### src/tcip_cfg.svh
`ifndef TCIP_CFG_SVH
`define TCIP_CFG_SVH

// Bus widths
`define TCIP_DATA_W        32
`define TCIP_ADDR_W        32
`define TCIP_LOCAL_ADDR_W  16

// Core timer window on addr[31:8]
`define TCIP_CORETIM_BASE  24'hE000E0
// Hole inside the timer window, matched on addr[31:4]
`define TCIP_CORETIM_EXCL  28'hE000E00

// Interrupt controller window on addr[31:12]
`define TCIP_VIC_BASE      20'hE000E
// Holes in the VIC window, matched on addr[31:8]
`define TCIP_VIC_EXCL1     24'hE000E0
`define TCIP_VIC_EXCL2     24'hE000ED
`define TCIP_VIC_EXCL3     24'hE000EE
`define TCIP_VIC_EXCL4     24'hE000EF

// Debug image window on addr[31:12]
`define TCIP_HAD_IMG_BASE  20'hE0011

`endif

### src/tcip_pkg.sv
`include "tcip_cfg.svh"

package tcip_pkg;

  // Request content from the data bus master
  typedef struct packed {
    logic [`TCIP_ADDR_W-1:0] addr;
    logic [1:0]              size;
    logic                    write;
    logic [`TCIP_DATA_W-1:0] wdata;
  } dbus_req_t;

  // Response from a single peripheral
  typedef struct packed {
    logic                    cmplt;
    logic [`TCIP_DATA_W-1:0] rdata;
  } periph_rsp_t;

  // Outstanding target of the bridge
  // TGT_IDLE also covers the dummy access, which never holds a select
  typedef enum logic [1:0] {
    TGT_IDLE    = 2'd0,
    TGT_CORETIM = 2'd1,
    TGT_VIC     = 2'd2,
    TGT_HAD_IMG = 2'd3
  } tcip_target_e;

endpackage

### src/tcip_priv_check.sv
module tcip_priv_check (
  input  logic sel_cpuclk,
  input  logic cpurst_b,
  input  logic req,
  input  logic busy,
  input  logic acc_deny,
  input  logic chk_fail,
  input  logic supv_mode,
  input  logic dbgon,
  output logic grnt,
  output logic take,
  output logic route,
  output logic acc_err
);

  logic priv;

  // Grant whenever no peripheral is still working
  assign grnt = req && !busy;

  // Denied or failed requests are handled by the master
  assign take = grnt && !acc_deny && !chk_fail;

  // Debug mode overrides user mode
  assign priv = supv_mode || dbgon;

  assign route = take && priv;

  // One cycle error pulse after an unprivileged take
  always_ff @(posedge sel_cpuclk or negedge cpurst_b)
  begin
    if (!cpurst_b)
      acc_err <= 1'b0;
    else if (take)
      acc_err <= !priv;
    else if (acc_err)
      acc_err <= 1'b0;
  end

  // The master does not reissue in the error completion cycle
  a_acc_err_pulse: assert property (@(posedge sel_cpuclk) disable iff (!cpurst_b)
    acc_err |=> !acc_err)
    else $error("acc_err held for more than one cycle");

endmodule

### src/tcip_addr_route.sv
`include "tcip_cfg.svh"

module tcip_addr_route (
  input  logic                          sel_cpuclk,
  input  logic                          cpurst_b,
  input  logic                          route,
  input  tcip_pkg::dbus_req_t           dbus,
  input  logic                          coretim_cmplt,
  input  logic                          vic_cmplt,
  input  logic                          had_img_cmplt,
  output logic                          coretim_sel,
  output logic                          vic_sel,
  output logic                          had_img_sel,
  output logic [1:0]                    vic_size,
  output logic [`TCIP_LOCAL_ADDR_W-1:0] local_addr,
  output logic                          write,
  output logic                          busy,
  output logic                          dummy_cmplt
);

  logic                   coretim_hit;
  logic                   vic_hit;
  logic                   had_img_hit;
  logic                   cur_cmplt;
  tcip_pkg::tcip_target_e dec_tgt;
  tcip_pkg::tcip_target_e cur_tgt;

  // Window decode
  assign coretim_hit = (dbus.addr[31:8] == `TCIP_CORETIM_BASE)
                    && (dbus.addr[31:4] != `TCIP_CORETIM_EXCL);

  assign vic_hit = (dbus.addr[31:12] == `TCIP_VIC_BASE)
                && (dbus.addr[31:8] != `TCIP_VIC_EXCL1)
                && (dbus.addr[31:8] != `TCIP_VIC_EXCL2)
                && (dbus.addr[31:8] != `TCIP_VIC_EXCL3)
                && (dbus.addr[31:8] != `TCIP_VIC_EXCL4);

  assign had_img_hit = (dbus.addr[31:12] == `TCIP_HAD_IMG_BASE);

  // Windows are disjoint so order does not matter
  always_comb
  begin
    if (coretim_hit)
      dec_tgt = tcip_pkg::TGT_CORETIM;
    else if (vic_hit)
      dec_tgt = tcip_pkg::TGT_VIC;
    else if (had_img_hit)
      dec_tgt = tcip_pkg::TGT_HAD_IMG;
    else
      dec_tgt = tcip_pkg::TGT_IDLE;
  end

  // Completion of the peripheral that owns the bus
  always_comb
  begin
    case (cur_tgt)
      tcip_pkg::TGT_CORETIM: cur_cmplt = coretim_cmplt;
      tcip_pkg::TGT_VIC:     cur_cmplt = vic_cmplt;
      tcip_pkg::TGT_HAD_IMG: cur_cmplt = had_img_cmplt;
      default:               cur_cmplt = 1'b0;
    endcase
  end

  // Route may land in the cmplt cycle and take priority
  always_ff @(posedge sel_cpuclk or negedge cpurst_b)
  begin
    if (!cpurst_b)
      cur_tgt <= tcip_pkg::TGT_IDLE;
    else if (route)
      cur_tgt <= dec_tgt;
    else if (cur_cmplt)
      cur_tgt <= tcip_pkg::TGT_IDLE;
  end

  assign coretim_sel = (cur_tgt == tcip_pkg::TGT_CORETIM);
  assign vic_sel     = (cur_tgt == tcip_pkg::TGT_VIC);
  assign had_img_sel = (cur_tgt == tcip_pkg::TGT_HAD_IMG);

  assign busy = (cur_tgt != tcip_pkg::TGT_IDLE) && !cur_cmplt;

  // Unmapped address completes on its own
  always_ff @(posedge sel_cpuclk or negedge cpurst_b)
  begin
    if (!cpurst_b)
      dummy_cmplt <= 1'b0;
    else
      dummy_cmplt <= route && (dec_tgt == tcip_pkg::TGT_IDLE);
  end

  // Direction also qualifies data_vld
  always_ff @(posedge sel_cpuclk or negedge cpurst_b)
  begin
    if (!cpurst_b)
      write <= 1'b0;
    else if (route)
      write <= dbus.write;
  end

  always_ff @(posedge sel_cpuclk)
  begin
    if (route)
    begin
      vic_size   <= dbus.size;
      local_addr <= dbus.addr[`TCIP_LOCAL_ADDR_W-1:0];
    end
  end

  // Grant in the checker must keep new requests away while busy
  a_route_idle: assert property (@(posedge sel_cpuclk) disable iff (!cpurst_b)
    route |-> !busy)
    else $error("route taken while a peripheral is busy");

  // A peripheral answers only while it is selected
  a_cmplt_selected: assert property (@(posedge sel_cpuclk) disable iff (!cpurst_b)
    ({coretim_cmplt, vic_cmplt, had_img_cmplt}
     & ~{coretim_sel, vic_sel, had_img_sel}) == 3'b000)
    else $error("peripheral completion without its select");

endmodule

### src/tcip_resp_merge.sv
`include "tcip_cfg.svh"

module tcip_resp_merge (
  input  logic                     be_v2,
  input  logic                     acc_err_in,
  input  logic                     dummy_cmplt,
  input  logic                     write,
  input  tcip_pkg::periph_rsp_t    coretim_rsp,
  input  tcip_pkg::periph_rsp_t    vic_rsp,
  input  tcip_pkg::periph_rsp_t    had_img_rsp,
  input  logic [`TCIP_DATA_W-1:0]  wdata_in,
  output logic                     trans_cmplt,
  output logic                     data_vld,
  output logic                     acc_err,
  output logic [`TCIP_DATA_W-1:0]  rdata,
  output logic [`TCIP_DATA_W-1:0]  wdata_out
);

  logic                    periph_cmplt;
  logic [`TCIP_DATA_W-1:0] rd_mux;

  // Byte order reversal for big endian mode
  function automatic logic [`TCIP_DATA_W-1:0] byte_rev(input logic [`TCIP_DATA_W-1:0] d);
    logic [`TCIP_DATA_W-1:0] r;
    for (int i = 0; i < `TCIP_DATA_W / 8; i++)
      r[8*i +: 8] = d[`TCIP_DATA_W-8-8*i +: 8];
    return r;
  endfunction

  assign periph_cmplt = coretim_rsp.cmplt || vic_rsp.cmplt || had_img_rsp.cmplt;

  assign trans_cmplt = periph_cmplt || dummy_cmplt || acc_err_in;

  // Errors never carry data
  assign data_vld = (periph_cmplt || dummy_cmplt) && !write;

  assign acc_err = acc_err_in;

  // AND-OR select, dummy access reads back zero
  assign rd_mux = ({`TCIP_DATA_W{coretim_rsp.cmplt}} & coretim_rsp.rdata)
                | ({`TCIP_DATA_W{vic_rsp.cmplt}}     & vic_rsp.rdata)
                | ({`TCIP_DATA_W{had_img_rsp.cmplt}} & had_img_rsp.rdata);

  assign rdata     = be_v2 ? byte_rev(rd_mux) : rd_mux;
  assign wdata_out = be_v2 ? byte_rev(wdata_in) : wdata_in;

  // Only the selected peripheral may answer
  always_comb
  begin
    a_cmplt_onehot: assert final ($onehot0({coretim_rsp.cmplt, vic_rsp.cmplt,
                                            had_img_rsp.cmplt}))
      else $error("two peripheral completions in one cycle");
  end

endmodule

### src/tcip_bus_if.sv
`include "tcip_cfg.svh"

module tcip_bus_if (
  input  logic                          sel_cpuclk,
  input  logic                          cpurst_b,
  input  logic                          req,
  input  tcip_pkg::dbus_req_t           dbus,
  input  logic                          supv_mode,
  input  logic                          dbgon,
  input  logic                          acc_deny,
  input  logic                          chk_fail,
  input  logic                          be_v2,
  input  tcip_pkg::periph_rsp_t         coretim_rsp,
  input  tcip_pkg::periph_rsp_t         vic_rsp,
  input  tcip_pkg::periph_rsp_t         had_img_rsp,
  output logic                          grnt,
  output logic                          trans_cmplt,
  output logic                          data_vld,
  output logic                          acc_err,
  output logic [`TCIP_DATA_W-1:0]       rdata,
  output logic                          coretim_sel,
  output logic                          vic_sel,
  output logic                          had_img_sel,
  output logic [1:0]                    vic_size,
  output logic [`TCIP_LOCAL_ADDR_W-1:0] local_addr,
  output logic                          write,
  output logic [`TCIP_DATA_W-1:0]       wdata
);

  logic busy;
  logic route;
  logic priv_err;
  logic dummy_cmplt;

  tcip_priv_check u_priv_check (
    .sel_cpuclk (sel_cpuclk),
    .cpurst_b   (cpurst_b),
    .req        (req),
    .busy       (busy),
    .acc_deny   (acc_deny),
    .chk_fail   (chk_fail),
    .supv_mode  (supv_mode),
    .dbgon      (dbgon),
    .grnt       (grnt),
    .take       (),
    .route      (route),
    .acc_err    (priv_err)
  );

  tcip_addr_route u_addr_route (
    .sel_cpuclk    (sel_cpuclk),
    .cpurst_b      (cpurst_b),
    .route         (route),
    .dbus          (dbus),
    .coretim_cmplt (coretim_rsp.cmplt),
    .vic_cmplt     (vic_rsp.cmplt),
    .had_img_cmplt (had_img_rsp.cmplt),
    .coretim_sel   (coretim_sel),
    .vic_sel       (vic_sel),
    .had_img_sel   (had_img_sel),
    .vic_size      (vic_size),
    .local_addr    (local_addr),
    .write         (write),
    .busy          (busy),
    .dummy_cmplt   (dummy_cmplt)
  );

  // Write data goes out straight from the request
  tcip_resp_merge u_resp_merge (
    .be_v2       (be_v2),
    .acc_err_in  (priv_err),
    .dummy_cmplt (dummy_cmplt),
    .write       (write),
    .coretim_rsp (coretim_rsp),
    .vic_rsp     (vic_rsp),
    .had_img_rsp (had_img_rsp),
    .wdata_in    (dbus.wdata),
    .trans_cmplt (trans_cmplt),
    .data_vld    (data_vld),
    .acc_err     (acc_err),
    .rdata       (rdata),
    .wdata_out   (wdata)
  );

endmodule

### config.mk
export PLATFORM = sky130hd
export DESIGN_NAME = tcip_bus_if
export DESIGN_NICKNAME = d
export VERILOG_FILES = /design/src/tcip_pkg.sv /design/src/tcip_priv_check.sv /design/src/tcip_addr_route.sv /design/src/tcip_resp_merge.sv /design/src/tcip_bus_if.sv
export VERILOG_INCLUDE_DIRS = /design/src
export SDC_FILE = /design/constraint.sdc
export NUM_CORES = 1
export LEC_CHECK = 0
export ABC_AREA = 1
export BUFFER_PORTS_ARGS = -buffer_cell sky130_fd_sc_hd__buf_2
export CAP_MARGIN = 5
export CORE_AREA = 2 2 101 103
export DETAILED_ROUTE_END_ITERATION = 6
export DIE_AREA = 0 0 103 105
export SETUP_SLACK_MARGIN = 0.2
export SKIP_LAST_GASP = 1
export SLEW_MARGIN = 20
export SYNTH_ARGS = -nofsm -noshare
export SYNTH_HDL_FRONTEND = slang
export SYNTH_SLANG_ARGS = --single-unit
### constraint.sdc
create_clock -name sel_cpuclk -period 1.7 [get_ports sel_cpuclk]
set_clock_uncertainty 0.15 [all_clocks]
set_input_delay 0.17 -clock sel_cpuclk [delete_from_list [all_inputs] [get_ports sel_cpuclk]]
set_output_delay 0.17 -clock sel_cpuclk [all_outputs]
set_load 0.02 [all_outputs]
# Yosys cells after proc, flatten, opt, wreduce, memory -nomap -nowiden
# Cells that the tools add are included.
# W data, S select, Z words.
# classes
n_eq_ne,11
n_mux,9
bitwise_logic,5
reduce_logical,26
# ops
op,n
$and A32 B32 Y32,3
$ne A24 B24 Y1 const B,4
$mux W32,2
$or A32 B32 Y32,2
$eq A20 B20 Y1 const B,2
$ne A28 B28 Y1 const B,1
$eq A24 B24 Y1 const B,1
$logic_and A1 B1 Y1,12
$mux W2,5
$logic_not A1 Y1,6
$logic_or A1 B1 Y1,5
$eq A2 B2 Y1 const B,2
$reduce_bool A2 Y1,2
$pmux W1 S3,1
$eq A2 B1 Y1 const B,1
$logic_not A2 Y1,1
$mux W1,1
# totals
ff_bits,23
in_bits,174
output_inout_bits,90
word_cells,57

# Logic depth before layout (Yosys ltp)
# Gate-level depths: netlist of run 1.
# depth
ltp_word,10
depth_mapped,9
depth_no_buf,9

# Hierarchy
# Synthesis of run 1 repeated with hierarchy kept, for this count alone.
# hier_totals
hier_cells,433
area_unflattened_um2,2680.1
# modules_own_cells
mod,instances,cells_each,area_per_inst_um2,seq_area_each_um2
tcip_resp_merge,1,337,1684.1,0.0
tcip_addr_route,1,86,932.1,640.6
tcip_priv_check,1,10,63.8,25.0

# Worst setup path after synthesis of run 1
# OpenSTA, ideal clock, no wires.
# synth_timing
kind,flip-flop to flip-flop
from,reg u_addr_route.cur_tgt[0]
to,"reg u_addr_route.local_addr[0], enable pin"
setup_time_ps,337
t_arrival_ps,1061
t_required_ps,1213
path_slack_ps,152
stages_incl_launch_ff,6
n_path_buf,0
period_less_slack_ps,1548
path_cell_list,dfrtp_1 -> inv_1 -> nand2_1 -> nand4_2 -> nand4_4 -> inv_2
# synth_via
elab_chain_cells,9
word_cells_on_any_way,12
classes_between,eq/ne (3); mux (1); reduce/logical (8)
# synth_rtl
item,line_no,text
start: declaration,tcip_addr_route.sv:26,tcip_pkg::tcip_target_e cur_tgt;
start signal: assignment,tcip_addr_route.sv:68,cur_tgt <= tcip_pkg::TGT_IDLE;
start signal: assignment,tcip_addr_route.sv:70,cur_tgt <= dec_tgt;
start signal: assignment,tcip_addr_route.sv:72,cur_tgt <= tcip_pkg::TGT_IDLE;
$eq A2 B2 Y1 or $eq A2 B1 Y1 (tied branches),tcip_addr_route.sv:56,case (cur_tgt)
$pmux W1 S3,tcip_addr_route.sv:56,
$logic_not A1 Y1,tcip_addr_route.sv:79,assign busy = (cur_tgt != tcip_pkg::TGT_IDLE) && !cur_cmplt;
$logic_and A1 B1 Y1 *,tcip_addr_route.sv:79,
$logic_not A1 Y1 *,tcip_priv_check.sv:19,assign grnt = req && !busy;
$logic_and A1 B1 Y1 *,tcip_priv_check.sv:19,
$logic_and A1 B1 Y1 * (2 in series),tcip_priv_check.sv:22,assign take = grnt && !acc_deny && !chk_fail;
$logic_and A1 B1 Y1 *,tcip_priv_check.sv:27,assign route = take && priv;
via route,tcip_bus_if.sv:31,logic route;
end signal: assignment,tcip_addr_route.sv:104,local_addr <= dbus.addr[`TCIP_LOCAL_ADDR_W-1:0];
end: declaration,tcip_addr_route.sv:15,"output logic [`TCIP_LOCAL_ADDR_W-1:0] local_addr,"
# The timed path passes the listed nets; every way through them passes the cells marked *.
# A chain may end at the register's enable or synchronous reset.

# Final worst setup path of run 1
# layout_timing
from,reg u_addr_route.cur_tgt[0]
to,out grnt
# layout_via
elab_chain_cells,6
word_cells_on_any_way,9
classes_between,eq/ne (3); mux (1); reduce/logical (5)
# layout_rtl
item,line_no,text
$eq A2 B2 Y1 or $eq A2 B1 Y1 (tied branches),tcip_addr_route.sv:56,
$pmux W1 S3,tcip_addr_route.sv:56,
$logic_not A1 Y1,tcip_addr_route.sv:79,
$logic_and A1 B1 Y1 *,tcip_addr_route.sv:79,
$logic_not A1 Y1 *,tcip_priv_check.sv:19,
$logic_and A1 B1 Y1 *,tcip_priv_check.sv:19,
end: declaration,tcip_bus_if.sv:16,"output logic grnt,"
# Every way passes the cells marked *; elsewhere a longest branch is shown, timed or not.

==> results of run 1 <==
[path summary, 6_finish.rpt]
path	slack, ns	end	startpoint
min	0.04	u_priv_check.acc_err	req
max	0.13	grnt	u_addr_route.cur_tgt[0]
min in group asynchronous	0.09	u_priv_check.acc_err	cpurst_b
max in group asynchronous	1.15	u_addr_route.cur_tgt[0]	cpurst_b
max reg2reg	0.18	u_addr_route.local_addr[10]	u_addr_route.cur_tgt[0]
min reg2reg	0.36	u_addr_route.write	u_addr_route.write
[repair_timing]
item,4_1_cts,5_1_grt
endpoints found under the setup margin,23,48
buffers inserted,4,3
hold buffers,22,0
pin swaps,3,5
endpoints found under the hold margin,25,0
cloned,0,3
gates resized for setup,17,36
[registers in the layout, indices dropped and copies added (netlist names)]
signal,cells
u_addr_route.write,1
u_addr_route.vic_size,2
u_priv_check.acc_err,1
u_addr_route.dummy_cmplt,1
u_addr_route.local_addr,16
u_addr_route.cur_tgt,2
[cells in the mapped netlist (2+ instances only)]
cell type	number	area (µm²)
inv_1	44	165
o21ai_0	35	175
nor4_1	2	12.5
nand2_1	150	563
dfrtp_1	5	125
nor2_1	55	206
nand3_1	7	35.0
buf_4	3	22.5
edfxtp_1	18	541
buf_2	13	65.1
clkbuf_1	9	33.8
a21oi_1	64	320
[power by group through the flow]
stage,combinational (mW),clock (mW),sequential (mW)
final,1.09,0.353,0.641
after global routing,1.20,0.384,0.644
after CTS,1.06,0.349,0.641
after detailed placement,1.01,0,0.653
after global placement,1.00,0,0.654
after floorplan,0.518,0,0.684
[cell families (layout without fill, tap and decap cells)]
group                  Yosys count  in the layout  synth area share
AOI/OAI and AO/OA               99             99             0.212
DFF                             23             23             0.285
buffers and inverters           71            352             0.126
and+or+nand+nor                220            220             0.377
[final cells by class]
class / instances / area, µm²
fillers: 1013 / 5270
inverters: 45 / 184
clock buffers: 3 / 41.3
flip-flops and latches: 23 / 667
multi-input cells: 319 / 1500
repair inverters: 3 / 38.8
well taps: 133 / 166
clock inverters: 1 / 7.51
repair buffers: 300 / 1760
[tightest hold or removal path: stages]
cell and delay (ns):
buf_2 0.13, nand2_2 0.08, nor4_1 0.05
[metrics by stage]
| stage | hold WS [ns] | power [mW] | std cells |
|---|---|---|---|
| final | 0.0391 | 2.09 | 827 |
| after global routing | 0.0520 | 2.22 | 827 |
| after CTS | 0.0310 | 2.05 | 821 |
| after detailed placement | -0.145 | 1.67 | 791 |
| after global placement | -0.143 | 1.66 | 791 |
| after floorplan | -0.276 | 1.20 | 413 |
[per-layer routing]
| metal | track usage | up-vias | part of all wire | wire length, µm |
|---|---|---|---|---|
| met5 | 0 | - | 0 | 0 |
| met2 | 0.344 | 154 | 0.52 | 5670 |
| met1 | 0.189 | 1605 | 0.38 | 4090 |
| met4 | 0.0273 | 0 | 0.011 | 123 |
| met3 | 0.0294 | 10 | 0.088 | 952 |
| li1 | - | 1877 | - | - |
==> run summary, run 1 <==
run status: complete, no violations
worst endpoint data arrival time: 1.25 ns
Clk pwr share: 0.169
most common cell after layout, fill and taps aside: buf_2
top_reg_cell synth: edfxtp_1
antenna cells: 0
Sw Ratio: 0.401
Crit-path slowest cell: dfrtp_2
Pins Over Slew Limit: 0
Clock Sinks: 23
Synthesized Nets: 587
largest net degree at the start of global routing: 52
Worst setup SP type: flip-flop
Worst-path clk slew: 0.08 ns
Critical path buffers and inverters: 3
Post-synth EDFFs: 18
total number of vias: 3,646
Worst path top cell family by delay: flip-flops
sequential element share of the synthesized area: 0.285
CP Max Fanout: 5
clock latency on the worst-skew pair: 0.27 ns
most frequent cells in the layout: buf_2 (258), nand2_1 (146), a21oi_1 (54), nor2_1 (48), inv_1 (40)
Cell Int Power: 1.25 mW
crit-path max cell delay: 0.47 ns
Detailed Route Iter0 Violations: 111
share of cells above drive strength 1: 0.458
TritonCTS Buffers: 3
CTS tree: built
max_slew headroom: 0.786
Worst-Margin Slew: 0.319 ns
core box area: 9640 µm²
num rows: 36
FMAX: 0.637 GHz
critical path type: flip-flop to primary output
warning count from the yosys run: 0
Die Y-Extent: 105 µm
Initial Util: 0.242
WP depth: 6
CP cell instances: inv_4, nand2_4, nand4_4, nand2_2, inv_2, buf_6
Nets: 869
HPWL Detailed: 8480 µm
R2R depth: 6
Static Leakage: 2.41 nW
Critical Path RT: 1.38 ns
Tcrit/Tclk final: 0.924
Root Buffer: clkbuf_8
final hold violations: 0
Post-Syn Area per Cell: 5.65 µm²
CTS Buffer Depth: 2
total routed wirelength: 10,800 µm
asr flop ratio synth: 0.217
Tot GR Track Use: 0.173
Synth cell types: 20
Pwr Density: 478 nW/µm²
register share of total power: 0.307
Comb pwr share: 0.524
io pins: 264
Setup violations, final: 0
antenna viol nets, final: 0
first-pass GRT wire length: 15,000 µm
hold depth: 3
Post-Syn Area: 2330 µm²
final setup margin: 0.130 ns
Congestion Overflow GR: 0
GP Congestion: 0.861
unrepaired setup endpoints after global routing: true
die area: 10,800 µm²
Pre-antenna DRT Iters: 4
number of vias per cell: 4.41
Net Sw Power: 0.838 mW
DRC violations left: 0
routed wire length per instance: 13.1 µm
Die Width: 103 µm
CP endpoint kind: primary output
Max IR drop VDD: 628 µV
post-route cell area: 4370 µm²
Hold Crit Class: input port to flip-flop
initial antenna violation count: 0
minimum clock period: 1.57 ns
#FFs+latches synth: 23
cells after synthesis: 413
pre-CTS WS: 0.0582 ns
max cap viols: 0
Post-DP Area: 3830 µm²
I/O Buffers: 263
Area Overhead vs Synth: 87.0%
Post-Route Setup TNS: 0 ns
vias in the first global route: 3,200
# H-tree levels: 1
utilization after layout: 0.453
Note: power is estimated with default switching activity, not from simulation.
==> run 2, diff against run 1 <==
--- a/config.mk
+++ b/config.mk
@@ -12,7 +12,6 @@
 export CORE_AREA = 2 2 101 103
 export DETAILED_ROUTE_END_ITERATION = 6
 export DIE_AREA = 0 0 103 105
-export SETUP_SLACK_MARGIN = 0.2
 export SKIP_LAST_GASP = 1
 export SLEW_MARGIN = 20
 export SYNTH_ARGS = -nofsm -noshare
==> run 2 against run 1 <==
Register-to-register slack worse by 0.03 ns. Core utilization shrank 2.1 points. Non-clock buffer count up 3. Wire length decreased by 1.0%. Critical path type unchanged. Critical endpoint unchanged.
==> run summary, run 2 (same netlist as run 1, synthesis figures left out) <==
share of cells above drive strength 1: 0.419 (-0.0389)
Worst-Margin Slew: 0.284 ns (-0.0348 ns)
num rows: 36 (unchanged)
clock latency on the worst-skew pair: 0.26 ns (about the same)
Die Y-Extent: 105 µm (unchanged)
FMAX: 0.600 GHz (-5.9%)
max cap viols: 0 (unchanged)
Tcrit/Tclk final: 0.981 (+0.0576)
run status: complete, no violations
total number of vias: 3,629 (-0.47%)
Congestion Overflow GR: 0 (unchanged)
number of vias per cell: 4.39 (-0.47%)
startpoint of the worst hold path: req
io pins: 264 (unchanged)
most frequent cells in the layout: buf_2 (262), nand2_1 (150), a21oi_1 (64), nor2_1 (55), inv_1 (44)
Tot GR Track Use: 0.180 (+0.00684)
Worst setup SP type: flip-flop
Critical path buffers and inverters: 3 (unchanged)
worst endpoint data arrival time: 1.35 ns (+0.10 ns)
Reg-to-Reg End: u_addr_route.local_addr[6]
Pwr Density: 490 nW/µm² (+2.4%)
Root Buffer: clkbuf_8
Nets: 869 (unchanged)
routed wire length per instance: 13.0 µm (-1.0%)
die area: 10,800 µm² (unchanged)
post-route cell area: 4160 µm² (-4.7%)
R2R setup slack: 0.15 ns (-0.03 ns)
antenna viol nets, final: 0 (unchanged)
CP Max Fanout: 5 (unchanged)
CTS Buffer Depth: 2 (unchanged)
final hold violations: 0 (unchanged)
Setup violations, final: 0 (unchanged)
Die Width: 103 µm (unchanged)
Worst path top cell family by delay: flip-flops
GP Congestion: 0.830 (-3.6%)
Crit-path slowest cell: dfrtp_1
max_slew headroom: 0.809 (+0.0229)
utilization after layout: 0.432 (-0.0214)
Top reg by flops: u_addr_route.local_addr
vias in the first global route: 3,432 (+7.2%)
CTS tree: built
total routed wirelength: 10,700 µm (-1.0%)
first-pass GRT wire length: 15,700 µm (+4.4%)
TritonCTS Buffers: 3 (unchanged)
R2R depth: 6 (unchanged)
max reg flops: 16 (unchanged)
CP endpoint kind: primary output
DRC violations left: 0 (unchanged)
biggest regs: u_addr_route.local_addr: 16 flops, u_addr_route.cur_tgt: 2 flops, u_addr_route.vic_size: 2 flops
Detailed Route Iter0 Violations: 134 (+21%)
Fill cells: 1,002 (-1.1%)
FF-to-FF Start: u_addr_route.cur_tgt[1]
crit-path max cell delay: 0.44 ns (-0.03 ns)
Max IR drop VDD: 476 µV (-24%)
critical path type: flip-flop to primary output
antenna cells: 0 (unchanged)
minimum clock period: 1.67 ns (+0.0979 ns)
most common cell after layout, fill and taps aside: buf_2
Min Hold Slack: 0.0486 ns (+0.00957 ns)
Post-DP Area: 3890 µm² (+1.6%)
unrepaired setup endpoints after global routing: true
initial antenna violation count: 0 (unchanged)
pre-CTS WS: 0.138 ns (+0.0795 ns)
# H-tree levels: 1 (unchanged)
Hold Crit Class: input port to flip-flop
Setup Buffers After CTS: 0 (-4)
Worst-path clk slew: 0.08 ns (about the same)
final setup margin: 0.0321 ns (-0.0979 ns)
Pins Over Slew Limit: 0 (unchanged)
core box area: 9640 µm² (unchanged)
HPWL Detailed: 8850 µm (+4.4%)
CP cell instances: inv_1, nand2_1, nand4_2, nand2_1, inv_1, buf_2
Initial Util: 0.242 (unchanged)
Clock Sinks: 23 (unchanged)
largest net degree at the start of global routing: 44 (-15%)
hold depth: 3 (unchanged)
Hold EP: u_priv_check.acc_err
total power: 2.04 mW (-2.4%)
Static Leakage: 2.39 nW (-0.70%)
Critical Path RT: 1.38 ns (about the same)
Area Overhead vs Synth: 78.2%
Pre-antenna DRT Iters: 4 (unchanged)
I/O Buffers: 263 (unchanged)
run 2: final cells by class:
class	count	area (µm²)	share of cell area
clock buffer	3	41.3	0.00992
clock inverter	1	5.00	0.00120
inverter	45	169	0.0406
multi-input combinational	319	1380	0.331
sequential	23	667	0.160
tap	133	166	0.0400
timing repair buffer	303	1740	0.417
run 2: worst max path at each step:
stage                                  from                         end  slack [ns]  cells past startpoint
detailed placement          had_img_rsp[32]                   rdata[12]        0.14                      5
finish              u_addr_route.cur_tgt[1]                        grnt        0.03                      6
floorplan           u_addr_route.cur_tgt[0]  u_addr_route.local_addr[0]        0.15                      5
global placement            had_img_rsp[32]                   rdata[12]        0.12                      5
CTS                 u_addr_route.cur_tgt[0]                        grnt        0.02                      6
global route        u_addr_route.cur_tgt[1]                        grnt       -0.05                      6
run 2: report_power, final:
group | total, mW | internal, mW | switching (mW)
clock network | 0.329 | 0.163 | 0.166
logic | 1.07 | 0.441 | 0.626
registers | 0.641 | 0.633 | 0.00834
run 2: metrics by stage:
stage | instances | setup TNS [ns]
after floorplan | 413 | 0
after global placement | 801 | 0
after detailed placement | 801 | 0
after CTS | 827 | 0
after global routing | 827 | -0.0497
final | 827 | 0
run 2: tightest hold or removal path, cell delays in order:
cell and delay, ns:
buf_2 0.12, nand2_1 0.08, nor4_1 0.05
run 2: per-layer routing:
layer / GRT usage / vias up / wire [µm]
li1: - / 1873 / -
met1: 0.184 / 1569 / 4000
met2: 0.366 / 175 / 5630
met3: 0.0348 / 12 / 948
met4: 0.0310 / 0 / 148
met5: 0 / - / 0
run 2: timing repair:
item                       in CTS  in global routing
hold endpoints to repair       25                  0
hold buffers                   22                  0
setup endpoints to repair       0                  3
resized for setup               0                  2
==> run 3, diff against run 2 <==
--- a/config.mk
+++ b/config.mk
@@ -9,9 +9,9 @@
 export ABC_AREA = 1
 export BUFFER_PORTS_ARGS = -buffer_cell sky130_fd_sc_hd__buf_2
 export CAP_MARGIN = 5
-export CORE_AREA = 2 2 101 103
+export CORE_AREA = 2 2 103 105
 export DETAILED_ROUTE_END_ITERATION = 6
-export DIE_AREA = 0 0 103 105
+export DIE_AREA = 0 0 105 107
 export SKIP_LAST_GASP = 1
 export SLEW_MARGIN = 20
 export SYNTH_ARGS = -nofsm -noshare
==> run 3 against run 2 <==
Final cell count rose by 0.12%. Die area rose by 3.9%. Register-to-register slack barely moved. Flip-flop and latch count did not move. Non-clock buffer count fell by 2. First-iteration DRC count rose by 89%. Final area rose by 0.36%. Fmax rose by 3.0%. Largest cell class unchanged. Largest power group unchanged.
==> run summary, run 3 (same netlist as run 1, synthesis figures left out) <==
CTS Buffer Depth: 2 (unchanged)
Cell Count, Final, Fillers Out: 828 (+0.12%)
antenna viol nets, final: 0 (unchanged)
share of cells above drive strength 1: 0.426 (+0.00699)
# H-tree levels: 1 (unchanged)
die area: 11,200 µm² (+3.9%)
Tcrit/Tclk final: 0.953 (-0.0281)
FMAX: 0.617 GHz (+3.0%)
CP endpoint kind: primary output
clock latency on the worst-skew pair: 0.27 ns (about the same)
Worst-path clk slew: 0.09 ns (about the same)
total power: 2.05 mW (+0.70%)
first-pass GRT wire length: 15,900 µm (+1.4%)
Pre-antenna DRT Iters: 6 (+2)
Cell Int Power: 1.23 mW (-0.17%)
DRC violations left: 0 (unchanged)
most frequent cells in the layout: buf_2 (262), nand2_1 (147), a21oi_1 (64), nor2_1 (55), inv_1 (42)
HPWL Detailed: 8350 µm (-5.6%)
total number of vias: 3,674 (+1.2%)
GP Congestion: 0.842 (+1.5%)
Root Buffer: clkbuf_8
routed wire length per instance: 12.5 µm (-3.6%)
TritonCTS Buffers: 3 (unchanged)
Top reg by flops: u_addr_route.local_addr
Worst setup SP type: flip-flop
Comb pwr share: 0.514 (-0.010)
CTS tree: built
Congestion Overflow GR: 0 (unchanged)
Detailed Route Iter0 Violations: 253 (+89%)
number of vias per cell: 4.44 (+1.1%)
Pwr Density: 491 nW/µm² (+0.34%)
Clk pwr share: 0.173 (+0.012)
register share of total power: 0.313 (-0.002)
Net Sw Power: 0.817 mW (+2.0%)
max cap viols: 0 (unchanged)
unrepaired setup endpoints after global routing: false
Max IR drop VDD: 530 µV (+11%)
CP Max Fanout: 5 (unchanged)
largest net degree at the start of global routing: 41 (-6.8%)
minimum clock period: 1.62 ns (-0.0478 ns)
Worst-Margin Slew: 0.313 ns (+0.0296 ns)
Area Overhead vs Synth: 78.8%
antenna cells: 0 (unchanged)
# placed instances: 799 (-0.25%)
total routed wirelength: 10,400 µm (-3.5%)
Die Y-Extent: 107 µm (+1.9%)
most common cell after layout, fill and taps aside: buf_2
max_slew headroom: 0.791 (-0.0177)
initial antenna violation count: 0 (unchanged)
num rows: 37 (+2.8%)
final hold violations: 0 (unchanged)
biggest regs: u_addr_route.local_addr: 16 flops, u_addr_route.cur_tgt: 2 flops, u_addr_route.vic_size: 2 flops
max reg flops: 16 (unchanged)
io pins: 264 (unchanged)
core box area: 10,100 µm² (+4.7%)
critical path type: flip-flop to primary output
Initial Util: 0.231 (-0.0109)
I/O Buffers: 263 (unchanged)
vias in the first global route: 3,553 (+3.5%)
Nets: 867 (-0.23%)
Static Leakage: 2.36 nW (-1.0%)
Setup violations, final: 0 (unchanged)
Pins Over Slew Limit: 0 (unchanged)
Critical Path RT: 1.38 ns (about the same)
Tot GR Track Use: 0.173 (-0.00765)
worst endpoint data arrival time: 1.30 ns (-0.05 ns)
run status: complete, no violations
Sw Ratio: 0.398 (+0.00521)
Clock Sinks: 23 (unchanged)
Hold Crit Class: input port to flip-flop
Die Width: 105 µm (+1.9%)
==> run 3: per-layer routing <==
layer,share of wire,up-vias,GRT usage
li1,-,1864,-
met1,0.37,1616,0.181
met2,0.54,180,0.350
met3,0.073,14,0.0280
met4,0.016,0,0.0476
met5,0,-,0
==> run 3: path summary, 6_finish.rpt <==
kind	startpoint	endpoint	slack [ns]	cells past startpoint
worst max-delay path	u_addr_route.cur_tgt[0]	grnt	0.08	6
worst min-delay path	req	u_priv_check.acc_err	0.04	3
worst max register to register	u_addr_route.cur_tgt[0]	u_addr_route.local_addr[11]	0.14	5
worst min register to register	u_addr_route.write	u_addr_route.write	0.37	2
max in group asynchronous	cpurst_b	u_addr_route.cur_tgt[0]	1.14	2
min in group asynchronous	cpurst_b	u_priv_check.acc_err	0.10	2
==> run 3: timing repair <==
| item | 4_1_cts | 5_1_grt |
|---|---|---|
| setup endpoints to repair | 19 | 1 |
| gates resized for setup | 1 | 8 |
| setup buffers | 3 | 0 |
| hold endpoints to repair | 25 | 0 |
| hold buffers | 22 | 0 |
==> run 3: critical path, cell delays in order, from the launching register on <==
cell	delay (ns)
dfrtp_2	0.46
inv_2	0.10
nand2_2	0.08
nand4_4	0.12
nand2_2	0.07
inv_1	0.05
buf_2	0.15
==> run 3: area by class of cell <==
cell class	count	area, µm²
clock buffer	3	41.3
clock inverter	1	7.51
fill	1076	5920
inverter	45	171
multi-input combinational	319	1400
sequential	23	667
tap	136	170
timing repair buffer	301	1720
==> run 3: stage by stage <==
step           instance area (µm²)  worst slack, ns  utilization  setup TNS [ns]  hold WS [ns]
2_1_floorplan                 2330            0.152            -               0        -0.276
3_3_place_gp                  3860           0.0553        0.382               0        -0.150
3_5_place_dp                  3860          -0.0210        0.382          -0.370        -0.146
4_1_cts                       4150          0.00479        0.411               0        0.0416
5_1_grt                       4180           0.0155        0.414               0        0.0384
6_report                      4180           0.0799        0.414               0        0.0373
==> run 3: power by group through the flow <==
| stage | combinational [mW] | sequential [mW] | clock [mW] |
|---|---|---|---|
| 6_report | 1.05 | 0.642 | 0.356 |
| 5_1_grt | 1.16 | 0.644 | 0.389 |
| 4_1_cts | 1.06 | 0.642 | 0.362 |
| 3_5_place_dp | 1.02 | 0.654 | 0 |
| 3_3_place_gp | 1.00 | 0.655 | 0 |
| 2_1_floorplan | 0.517 | 0.684 | 0 |
